[config.mk]
export PLATFORM = sky130hd
export DESIGN_NAME = cpu7_ifu
export DESIGN_NICKNAME = d
export VERILOG_FILES = /design/src/design/cpu7_pkg.sv /design/src/design/cpu7_ifu.sv /design/src/design/cpu7_ifu_pcpipe.sv /design/src/design/cpu7_irom.sv /design/src/design/cpu7_ifu_ibus.sv /design/src/design/cpu7_ifu_fdp.sv
export SDC_FILE = /design/constraint.sdc
export NUM_CORES = 1
export LEC_CHECK = 0
export BUFFER_PORTS_ARGS = -buffer_cell sky130_fd_sc_hd__buf_2
export CAP_MARGIN = 20
export CORE_MARGIN = 2
export CORE_UTILIZATION = 35
export DETAILED_ROUTE_END_ITERATION = 6
export HOLD_SLACK_MARGIN = 0.02
export PLACE_DENSITY = 0.58
export SYNTH_ARGS = -nofsm -noshare
export SYNTH_HDL_FRONTEND = slang
export SYNTH_SLANG_ARGS = --single-unit
[constraint.sdc]
create_clock -name clock -period 4.6 [get_ports clock]
set_input_delay 0.23 -clock clock [delete_from_list [all_inputs] [get_ports clock]]
set_output_delay 0.23 -clock clock [all_outputs]
set_load 0.02 [all_outputs]
[src/irom.hex]
// one 32-bit instruction word per line, word address 0 first
02800404
0280080c
00150085
02bffc84
5c000c85
28c00086
29c00087
0040a0c6
00109cc6
50001000
02801008
28800109
0380000a
0015014b
6400100c
00150d8d
1c00000e
0280400f
02ff8210
00104211
29800212
4c000020
00150013
28c00214
0280a615
58000c96
02800417
00105af8
002a0000
0340a719
28c0033a
4c00001b

[src/design/cpu7_pkg.sv]
package cpu7_pkg;

   // ============================================================
   // widths and fixed addresses
   // ============================================================

   // datapath width
   localparam int grlen = 32;
   // first fetch after reset
   localparam logic [grlen-1:0] reset_pc = 32'h0000_0000;

   // rom depth in words, and its byte span
   localparam int irom_words = 32;
   localparam int irom_aw    = $clog2(irom_words);
   localparam int irom_bytes = irom_words * 4;

   // exception codes
   localparam int ecode_w = 6;
   localparam logic [ecode_w-1:0] ecode_adef = 6'h08;

   // ============================================================
   // structs between the fetch unit and its neighbours
   // ============================================================

   // redirect and back-pressure from the execution unit
   typedef struct packed {
      logic             br_taken;
      logic [grlen-1:0] br_target;
      logic             except;
      logic [grlen-1:0] eentry;
      logic             ertn;
      logic [grlen-1:0] era;
      logic             stall;
   } redirect_t;

   // one fetched instruction towards decode
   typedef struct packed {
      logic               valid;
      logic               ex;
      logic [ecode_w-1:0] exccode;
      logic [grlen-1:0]   inst;
      logic [grlen-1:0]   pc;
   } fetch_pkt_t;

   // pc of the instructions in execute and writeback
   typedef struct packed {
      logic [grlen-1:0] pc_e;
      logic             pc_e_valid;
      logic [grlen-1:0] pc_w;
      logic             pc_w_valid;
   } pc_trace_t;

endpackage
[src/design/cpu7_ifu.sv]
`timescale 1ns/100ps

module cpu7_ifu (
   input  logic                 clock,
   input  logic                 rst_n,
   input  cpu7_pkg::redirect_t  redir,
   output cpu7_pkg::fetch_pkt_t dec_pkt,
   output cpu7_pkg::pc_trace_t  trace
);

   import cpu7_pkg::*;

   // fetch request bus
   logic               inst_req;
   logic [grlen-1:0]   inst_addr;
   logic               inst_cancel;
   logic               inst_addr_ok;
   logic               inst_valid_f;
   logic               inst_ex;
   logic [ecode_w-1:0] inst_exccode;
   logic [grlen-1:0]   inst_rdata_f;
   // rom port
   logic [irom_aw-1:0] rom_addr;
   logic [grlen-1:0]   rom_data;

   // ============================================================
   // fetch datapath and bus bridge
   // ============================================================

   cpu7_ifu_fdp fdp_i (
      .clock        (clock),
      .rst_n        (rst_n),
      .redir        (redir),
      .inst_req     (inst_req),
      .inst_addr    (inst_addr),
      .inst_cancel  (inst_cancel),
      .inst_addr_ok (inst_addr_ok),
      .inst_valid_f (inst_valid_f),
      .inst_ex      (inst_ex),
      .inst_exccode (inst_exccode),
      .inst_rdata_f (inst_rdata_f),
      .dec_pkt      (dec_pkt)
   );

   cpu7_ifu_ibus ibus_i (
      .clock        (clock),
      .rst_n        (rst_n),
      .inst_req     (inst_req),
      .inst_addr    (inst_addr),
      .inst_cancel  (inst_cancel),
      .inst_addr_ok (inst_addr_ok),
      .inst_valid_f (inst_valid_f),
      .inst_rdata_f (inst_rdata_f),
      .inst_ex      (inst_ex),
      .inst_exccode (inst_exccode),
      .rom_addr     (rom_addr),
      .rom_data     (rom_data)
   );

   // ============================================================
   // program store and pc tracking
   // ============================================================

   cpu7_irom irom_i (
      .clock (clock),
      .addr  (rom_addr),
      .data  (rom_data)
   );

   // follows each decoded pc down to writeback
   cpu7_ifu_pcpipe pcpipe_i (
      .clock   (clock),
      .rst_n   (rst_n),
      .dec_pkt (dec_pkt),
      .trace   (trace)
   );

endmodule

[src/design/cpu7_ifu_pcpipe.sv]
`timescale 1ns/100ps

module cpu7_ifu_pcpipe (
   input  logic                 clock,
   input  logic                 rst_n,
   input  cpu7_pkg::fetch_pkt_t dec_pkt,
   output cpu7_pkg::pc_trace_t  trace
);

   import cpu7_pkg::*;

   // pc per stage
   logic [grlen-1:0] pc_d;
   logic [grlen-1:0] pc_e;
   logic [grlen-1:0] pc_m;
   logic [grlen-1:0] pc_w;
   // valid per stage
   logic             d_valid;
   logic             e_valid;
   logic             m_valid;
   logic             w_valid;

   // ============================================================
   // valid chain
   // ============================================================

   always_ff @(posedge clock or negedge rst_n) begin
      if (!rst_n) begin
         d_valid <= 1'b0;
         e_valid <= 1'b0;
         m_valid <= 1'b0;
         w_valid <= 1'b0;
      end else begin
         // decode slot empties on a masked packet
         d_valid <= dec_pkt.valid;
         e_valid <= d_valid;
         m_valid <= e_valid;
         w_valid <= m_valid;
      end
   end

   // pc chain, decode only takes valid packets
   always_ff @(posedge clock) begin
      if (dec_pkt.valid) begin
         pc_d <= dec_pkt.pc;
      end
      pc_e <= pc_d;
      pc_m <= pc_e;
      pc_w <= pc_m;
   end

   // execute and writeback views
   assign trace.pc_e       = pc_e;
   assign trace.pc_e_valid = e_valid;
   assign trace.pc_w       = pc_w;
   assign trace.pc_w_valid = w_valid;

endmodule

[src/design/cpu7_irom.sv]
`timescale 1ns/100ps

module cpu7_irom (
   input  logic                         clock,
   input  logic [cpu7_pkg::irom_aw-1:0] addr,
   output logic [cpu7_pkg::grlen-1:0]   data
);

   import cpu7_pkg::*;

   // program image, one word per entry
   logic [grlen-1:0] mem [irom_words];

   // contents come from the hex image
   initial begin
      $readmemh("/design/src/irom.hex", mem);
   end

   // ============================================================
   // registered read
   // ============================================================

   // data one cycle after the address
   always_ff @(posedge clock) begin
      data <= mem[addr];
   end

endmodule

[src/design/cpu7_ifu_ibus.sv]
`timescale 1ns/100ps

module cpu7_ifu_ibus (
   input  logic                         clock,
   input  logic                         rst_n,
   // request from the fetch datapath
   input  logic                         inst_req,
   input  logic [cpu7_pkg::grlen-1:0]   inst_addr,
   input  logic                         inst_cancel,
   // response back to it
   output logic                         inst_addr_ok,
   output logic                         inst_valid_f,
   output logic [cpu7_pkg::grlen-1:0]   inst_rdata_f,
   output logic                         inst_ex,
   output logic [cpu7_pkg::ecode_w-1:0] inst_exccode,
   // rom side
   output logic [cpu7_pkg::irom_aw-1:0] rom_addr,
   input  logic [cpu7_pkg::grlen-1:0]   rom_data
);

   import cpu7_pkg::*;

   logic req_acc;
   logic addr_err;
   logic rsp_valid_q;
   logic rsp_err_q;

   // ============================================================
   // request side
   // ============================================================

   // single-cycle rom, so every request is taken
   assign inst_addr_ok = 1'b1;
   assign req_acc      = inst_req & inst_addr_ok;

   // misaligned, or past the end of the rom
   assign addr_err = (|inst_addr[1:0]) | (inst_addr >= grlen'(irom_bytes));

   // word index, rom registers it
   assign rom_addr = inst_addr[irom_aw+1:2];

   // ============================================================
   // response side
   // ============================================================

   always_ff @(posedge clock or negedge rst_n) begin
      if (!rst_n) begin
         rsp_valid_q <= 1'b0;
         rsp_err_q   <= 1'b0;
      end else begin
         rsp_valid_q <= req_acc;
         // error only tagged on a real request
         rsp_err_q   <= req_acc & addr_err;
      end
   end

   // response overtaken by a redirect is dropped here
   assign inst_valid_f = rsp_valid_q & ~inst_cancel;

   assign inst_ex      = rsp_err_q;
   assign inst_exccode = rsp_err_q ? ecode_adef : '0;
   // no rom data for a faulting fetch
   assign inst_rdata_f = rsp_err_q ? '0 : rom_data;

endmodule

[src/design/cpu7_ifu_fdp.sv]
`timescale 1ns/100ps

module cpu7_ifu_fdp (
   input  logic                         clock,
   input  logic                         rst_n,
   input  cpu7_pkg::redirect_t          redir,
   // fetch request side
   output logic                         inst_req,
   output logic [cpu7_pkg::grlen-1:0]   inst_addr,
   output logic                         inst_cancel,
   input  logic                         inst_addr_ok,
   input  logic                         inst_valid_f,
   input  logic                         inst_ex,
   input  logic [cpu7_pkg::ecode_w-1:0] inst_exccode,
   input  logic [cpu7_pkg::grlen-1:0]   inst_rdata_f,
   // to decode
   output cpu7_pkg::fetch_pkt_t         dec_pkt
);

   import cpu7_pkg::*;

   logic             started;
   logic             pc_f_en;
   logic [grlen-1:0] pc_bf;
   logic [grlen-1:0] pc_f;
   logic [grlen-3:0] pcinc_word;
   logic [grlen-1:0] pcinc_f;

   // ============================================================
   // fetch control
   // ============================================================

   // set on the first edge after reset, then stays
   always_ff @(posedge clock or negedge rst_n) begin
      if (!rst_n) begin
         started <= 1'b0;
      end else begin
         started <= 1'b1;
      end
   end

   // request every cycle once running
   assign inst_req = started;

   // any redirect kills the response now on the bus
   assign inst_cancel = redir.br_taken | redir.except | redir.ertn;

   // ============================================================
   // pc datapath
   // ============================================================

   // word increment, byte offset carried through
   assign pcinc_word = pc_f[grlen-1:2] + 1'b1;
   assign pcinc_f    = {pcinc_word, pc_f[1:0]};

   // next pc, highest priority first
   always_comb begin
      if (!started) begin
         pc_bf = reset_pc;
      end else if (redir.except) begin
         pc_bf = redir.eentry;
      end else if (redir.ertn) begin
         pc_bf = redir.era;
      end else if (redir.br_taken) begin
         pc_bf = redir.br_target;
      end else if (redir.stall || !inst_valid_f) begin
         // repeat the same fetch
         pc_bf = pc_f;
      end else begin
         pc_bf = pcinc_f;
      end
   end

   // pc_bf goes straight out as the request address
   assign inst_addr = pc_bf;

   // load on an accepted request, or the reset pc before start
   assign pc_f_en = ~started | (inst_req & inst_addr_ok);

   always_ff @(posedge clock) begin
      if (pc_f_en) begin
         pc_f <= pc_bf;
      end
   end

   // ============================================================
   // decode packet
   // ============================================================

   // nothing passes under a stall or a redirect
   assign dec_pkt.valid   = inst_valid_f & ~redir.stall & ~inst_cancel;
   assign dec_pkt.ex      = inst_ex;
   assign dec_pkt.exccode = inst_exccode;
   assign dec_pkt.inst    = inst_rdata_f;
   // pc_f is the address of the word on the bus
   assign dec_pkt.pc      = pc_f;

endmodule

== Word-level counts from Yosys, hierarchy flattened ==
Cells that the tools add are included.
Storage, ports and cells
  register bits after elaboration: 199
  input bits: 102
  output and inout bits: 138
  word-level logic and storage cells: 34
Cells by class
  $add $sub $neg: 1
  $lt $le $gt $ge: 1
  mux-type cells: 7
  bitwise gates (word level): 9
  reductions and logical operators: 3
Operators with widths (number)
  two-way mux 32 bit: 6
  >= comparator 32 x 8 -> 1 bit (second input constant): 1
  adder 30 x 1 -> 30 bit (second input constant): 1
  bitwise AND 1 bit: 4
  two-way mux 4 bit: 1
  bitwise OR 1 bit: 3
  NOT 1 bit: 2
  OR reduction 2 bit: 1
  logical NOT 1 bit: 1
  logical OR 1 bit: 1

== Logic depth before layout (Yosys ltp) ==
  depth in word-level cells: 14
  gate-level depth with buffers: 10
  depth with buffers taken out: 8

== Cells and area by module ==
From an unflattened synthesis, not the netlist that was laid out.
Unflattened totals
  cell total of the unflattened synthesis: 573
  area total of the unflattened synthesis: 6586.3 um^2
Modules (own cells, without submodules)
  cpu7_ifu_pcpipe: times used 1, cells an instance 134, area an instance 2997.9 um^2, sequential area each 2982.9 um^2
  cpu7_ifu_fdp: times used 1, cells an instance 344, area an instance 2889.0 um^2, sequential area each 985.9 um^2
  cpu7_ifu_ibus: times used 1, cells an instance 62, area an instance 455.4 um^2, sequential area each 50.0 um^2
  cpu7_irom: times used 1, cells an instance 33, area an instance 244.0 um^2, sequential area each 0.0 um^2

== Worst setup path before layout ==
No wires, ideal clock.
  path type: input-to-reg
  from: input port redir[66] in the netlist's numbering
  to: register fdp_i.pc_f[4]
  setup time: 0.086 ns
  arrival: 4.880 ns
  required time: 4.514 ns
  slack: -0.366 ns
  stages on the path: 9
  buffers on the path: 2
  cells stage by stage: buf_6 > or3_1 > clkbuf_1 > nor3b_1 > nand2_1 > xor2_1 > o21ai_0 > mux2i_1 > a211oi_1
Between the ends
  cells in the longest elaborated chain, start to end: 11
Ends and longest elaborated chain
  start: declaration: RTL line cpu7_ifu.sv:6  | input cpu7_pkg::redirect_t redir,
  bitwise OR 1 bit (2 in series): RTL line cpu7_ifu_fdp.sv:46  | assign inst_cancel = redir.br_taken | redir.except | redir.ertn;
  NOT 1 bit: RTL line cpu7_ifu_ibus.sv:58  | assign inst_valid_f = rsp_valid_q & ~inst_cancel;
  bitwise AND 1 bit: RTL line cpu7_ifu_ibus.sv:58
  logical NOT 1 bit: RTL line cpu7_ifu_fdp.sv:66  | end else if (redir.stall || !inst_valid_f) begin
  logical OR 1 bit: RTL line cpu7_ifu_fdp.sv:66
  two-way mux 32 bit: RTL line cpu7_ifu_fdp.sv:66
  two-way mux 32 bit: RTL line cpu7_ifu_fdp.sv:64  | end else if (redir.br_taken) begin
  two-way mux 32 bit: RTL line cpu7_ifu_fdp.sv:62  | end else if (redir.ertn) begin
  two-way mux 32 bit *: RTL line cpu7_ifu_fdp.sv:60  | end else if (redir.except) begin
  two-way mux 32 bit *: RTL line cpu7_ifu_fdp.sv:58  | if (!started) begin
  named net fdp_i.inst_addr, one bit: RTL line cpu7_ifu_fdp.sv:9  | output logic [cpu7_pkg::grlen-1:0] inst_addr,
  end signal: assignment: RTL line cpu7_ifu_fdp.sv:82  | pc_f <= pc_bf;
  end: declaration: RTL line cpu7_ifu_fdp.sv:25  | logic [grlen-1:0] pc_f;
The timed path passes the listed nets; every way through them passes the cells marked *.
A chain may end at the register's enable or synchronous reset.

== Worst setup path after layout ==
  from: register fdp_i.pc_f[7]
  to: register ibus_i.rsp_err_q, in the netlist ibus_i.inst_ex
Between the ends
  cells in the longest elaborated chain, start to end: 9
Ends and longest elaborated chain
  adder 30 x 1 -> 30 bit: RTL line cpu7_ifu_fdp.sv:53  | assign pcinc_word = pc_f[grlen-1:2] + 1'b1;
  two-way mux 32 bit *: RTL line cpu7_ifu_fdp.sv:66
  two-way mux 32 bit *: RTL line cpu7_ifu_fdp.sv:64
  two-way mux 32 bit *: RTL line cpu7_ifu_fdp.sv:62
  two-way mux 32 bit *: RTL line cpu7_ifu_fdp.sv:60
  two-way mux 32 bit *: RTL line cpu7_ifu_fdp.sv:58
  >= comparator 32 x 8 -> 1 bit *: RTL line cpu7_ifu_ibus.sv:37  | assign addr_err = (|inst_addr[1:0]) | (inst_addr >= grlen'(irom_bytes));
  bitwise OR 1 bit *: RTL line cpu7_ifu_ibus.sv:37
  bitwise AND 1 bit *: RTL line cpu7_ifu_ibus.sv:53  | rsp_err_q <= req_acc & addr_err;
  end signal: assignment: RTL line cpu7_ifu_ibus.sv:53
  end: declaration: RTL line cpu7_ifu_ibus.sv:26  | logic rsp_err_q;
Every way passes the cells marked *; elsewhere a longest branch is shown, timed or not.

==> out/qor.csv <==
stage;metric;value;unit
power;Max VDD drop;0.225;mV
global_routing;initial antenna violation count;0;
critical_path;crit path cell chain;nand4_1 > nor4_1 > nand4_1 > a221oi_1 > o21bai_1 > nor4_1 > nand3_1;
yosys;Post-synth EDFFs;32;
place;GP Congestion;0.890;
power;Overall Power;3250;µW
critical_path;cell class contributing the biggest share of worst-path delay;simple AND/OR/NAND/NOR gates;
cells_and_area;fillcell total;1645;
sta;hold slack;55.4;ps
routing;total wire length;18700;µm
yosys;#FFs+latches synth;167;
clock_tree;H-Tree Depth;4;
routing;DR iter-0 viols;380;
global_routing;total track usage;20.1;%
critical_path;worst-path maximum fanout;10;
critical_path;critical path capture point type;register;
routing;DR vias;5006;
sta;Highest Clock Rate;321;MHz
floorplanning;die width;136;µm
yosys;post-synthesis async set-or-reset flop share;4.19;%
global_routing;global-route wire length before repair;27700;µm
yosys;Synth cell types;60;
routing;DRT antenna net count;0;
cells_and_area;Ant. Diodes;0;
floorplanning;Die Span Y;136;µm
place;dpl ws;1410;ps
clock_tree;CTS Sinks;167;
clock_tree;CTS Buf Count;17;
sta;Worst Tran Pin Value;922;ps
flow_run;total of max-cap violations;0;
sta;Final Max Tran Viols;0;
power;Leak;0.00337;µW
yosys;Top FF cell, synth;dfxtp_1;
global_routing;pin count of the biggest net entering global routing;40;
cells_and_area;register area;3700;µm²
min_path;Tightest Hold Check Type;input pin to register;
yosys;Post-Synthesis Cell Area;6140;µm²
global_routing;vias in the first global route;4817;
floorplanning;Cell Rows;48;
place;DP Wirelength;14300;µm
place;IO buf count;202;
critical_path;Crit path required time;4880;ps
routing;DRC viols;0;
clock_tree;insertion delay to the later sink of the worst-skew pair;420;ps
critical_path;Largest stage delay, worst path;860;ps
sta;Final setup viols;0;
yosys;Synth Instances;565;
power;Power Dens Cells;418;nW/µm²
yosys;most area-hungry cell type in the Yosys netlist;dfxtp_1;
routing;WL/cell;18.8;µm
routing;Via density;5.03;
sta;RSZ-0062 raised after global routing;false;
floorplanning;CORE AREA;17200;µm²
status;status;finished, final reports clean;
sta;Final Critical Period;3120;ps
sta;final hold violations;0;
floorplanning;die area;18600;µm²
critical_path;Buf+Inv Stages, Crit Path;0;
critical_path;crit path kind;register to register;
yosys;most frequent cells after synthesis;dfxtp_1, nand2_1, buf_4;
critical_path;worst path arrival time;3390;ps
clock_tree;Worst-path clk slew;70;ps
yosys;post-synthesis sequential area ratio;60.2;%
critical_path;CP Launch Type;register;
global_routing;grt total ovfl;0;
clock_tree;clk buf depth;2;
yosys;area fraction of the dominant cell type after synthesis;41.7;%
floorplanning;I/O Pins;240;
sta;fin crit share;67.7;%
cells_and_area;area delta synth->final;26.5;%
yosys;Ys Warns;0;
sta;Fin Setup TNS;0;ps
routing;First-pass DRT Iterations;6;
sta;Final Worst Setup Slack;1480;ps
yosys;synthesized area per cell;10.9;µm²
cells_and_area;share of cells above drive strength 1;31.7;%
sta;clock skew;8.05;ps
clock_tree;Clk Tree Root Cell;clkbuf_16;
yosys;top post-synthesis cells by area;dfxtp_1, edfxtp_1, buf_4, nand2_1, dfrtp_1;
floorplanning;Starting Density;35.6;%
cells_and_area;Final nets;861;
clock_tree;CTS tree;built;
yosys;most frequent cell after synthesis;dfxtp_1;
critical_path;Slowest cell on crit path;nor4_1;
cells_and_area;multi-input logic area;2130;µm²
sta;Worst slew margin;38.3;%
## registers in the layout, indices dropped and copies added (netlist names)
name / flops
ibus_i.inst_ex: 1
ibus_i.rsp_valid_q: 1
pcpipe_i.pc_d: 32
pcpipe_i.m_valid: 1
pcpipe_i.pc_e: 32
pcpipe_i.w_valid: 1
fdp_i.inst_req: 1
pcpipe_i.d_valid: 1
pcpipe_i.pc_w: 32
pcpipe_i.e_valid: 1
fdp_i.pc_f: 32
pcpipe_i.pc_m: 32
## cell type report
type,count,area share [%]
Multi-Input combinational cell,354,27.4
Inverter,10,0.483
Clock buffer,18,5.80
Sequential cell,167,47.6
Timing Repair Buffer,208,13.6
Tap cell,225,3.62
Clock inverter,13,1.53
## per-stage QoR
stage                     cell area [µm²]  instances  utilization, %
after global routing                 7770        995            45.1
final                                7770        995            45.1
after CTS                            7770        995            45.1
after detailed placement             7190        963            41.7
after global placement               7190        963            41.7
after floorplan                      6280        601               -
## worst register-to-register path: stages, from the launching register on
cell      delay (ps)
dfxtp_1          520
nand4_1          450
nor4_1           860
nand4_1          180
a221oi_1         350
o21bai_1         100
nor4_1           390
nand3_1          130
## cell families (layout without fill, tap and decap cells)
group / after synthesis / count (layout) / synth area share, %
flip-flops: 167 / 167 / 60.2
other: 2 / 38 / 0.122
multiplexers: 12 / 12 / 1.96
AO/OA/AOI/OAI: 110 / 110 / 12.2
AND/OR/NAND/NOR: 183 / 183 / 16.3
XOR/XNOR: 10 / 10 / 1.43
buffers and inverters: 80 / 249 / 7.56
adder cells (fa/ha/maj): 1 / 1 / 0.204
## path summary, 6_finish.rpt
kind / cells past startpoint / slack [ps] / start / end
max: 7 / 1480 / fdp_i.pc_f[7] / ibus_i.inst_ex
min: 3 / 60 / redir[34] / fdp_i.pc_f[0]
max reg2reg: 7 / 1480 / fdp_i.pc_f[7] / ibus_i.inst_ex
min reg2reg: 0 / 330 / pcpipe_i.pc_m[30] / pcpipe_i.pc_w[30]
max in group asynchronous: 2 / 4230 / rst_n / pcpipe_i.e_valid
min in group asynchronous: 2 / 190 / rst_n / ibus_i.rsp_valid_q
## power by group
part	total (µW)	switching [µW]	internal, µW	leakage [µW]
logic	301	193	108	0.00163
clock network	1360	584	781	0.000286
registers	1580	52.6	1530	0.00146
total	3250	829	2420	0.00337
## cells in the final DEF, fill, tap and decap left out, drive strengths merged, types with 4 or more instances in the layout
master / n
a21oi: 15
dfxtp: 128
a21o: 6
conb: 38
mux2i: 12
o21ai: 26
nor2: 22
inv: 15
and2: 4
a221oi: 11
and4: 7
nor2b: 4
or4: 4
nor3: 9
nand2: 48
buf: 207
or3: 8
dfrtp: 7
o21a: 4
nand4: 18
and3: 6
o221ai: 5
nand3: 9
o22ai: 8
xnor2: 7
o31ai: 4
nand2b: 7
a211oi: 8
edfxtp: 32
o31a: 4
clkbuf: 18
nor4: 21
clkinv: 7
## per-layer routing
metal	global-route usage (%)	vias up	share of wire (%)
li1	-	2382	-
met1	27.2	2355	45
met2	31.0	246	45
met3	5.22	23	8.1
met4	7.29	0	2.1
met5	0	-	0
## repair_timing
action | 4_1_cts | 5_1_grt
endpoints found under the setup margin | 0 | 0
hold buffers | 1 | 0
endpoints found under the hold margin | 7 | 0
setup buffers | 0 | 0
resized for setup | 0 | 0
Power figures use the tool's default switching activity.
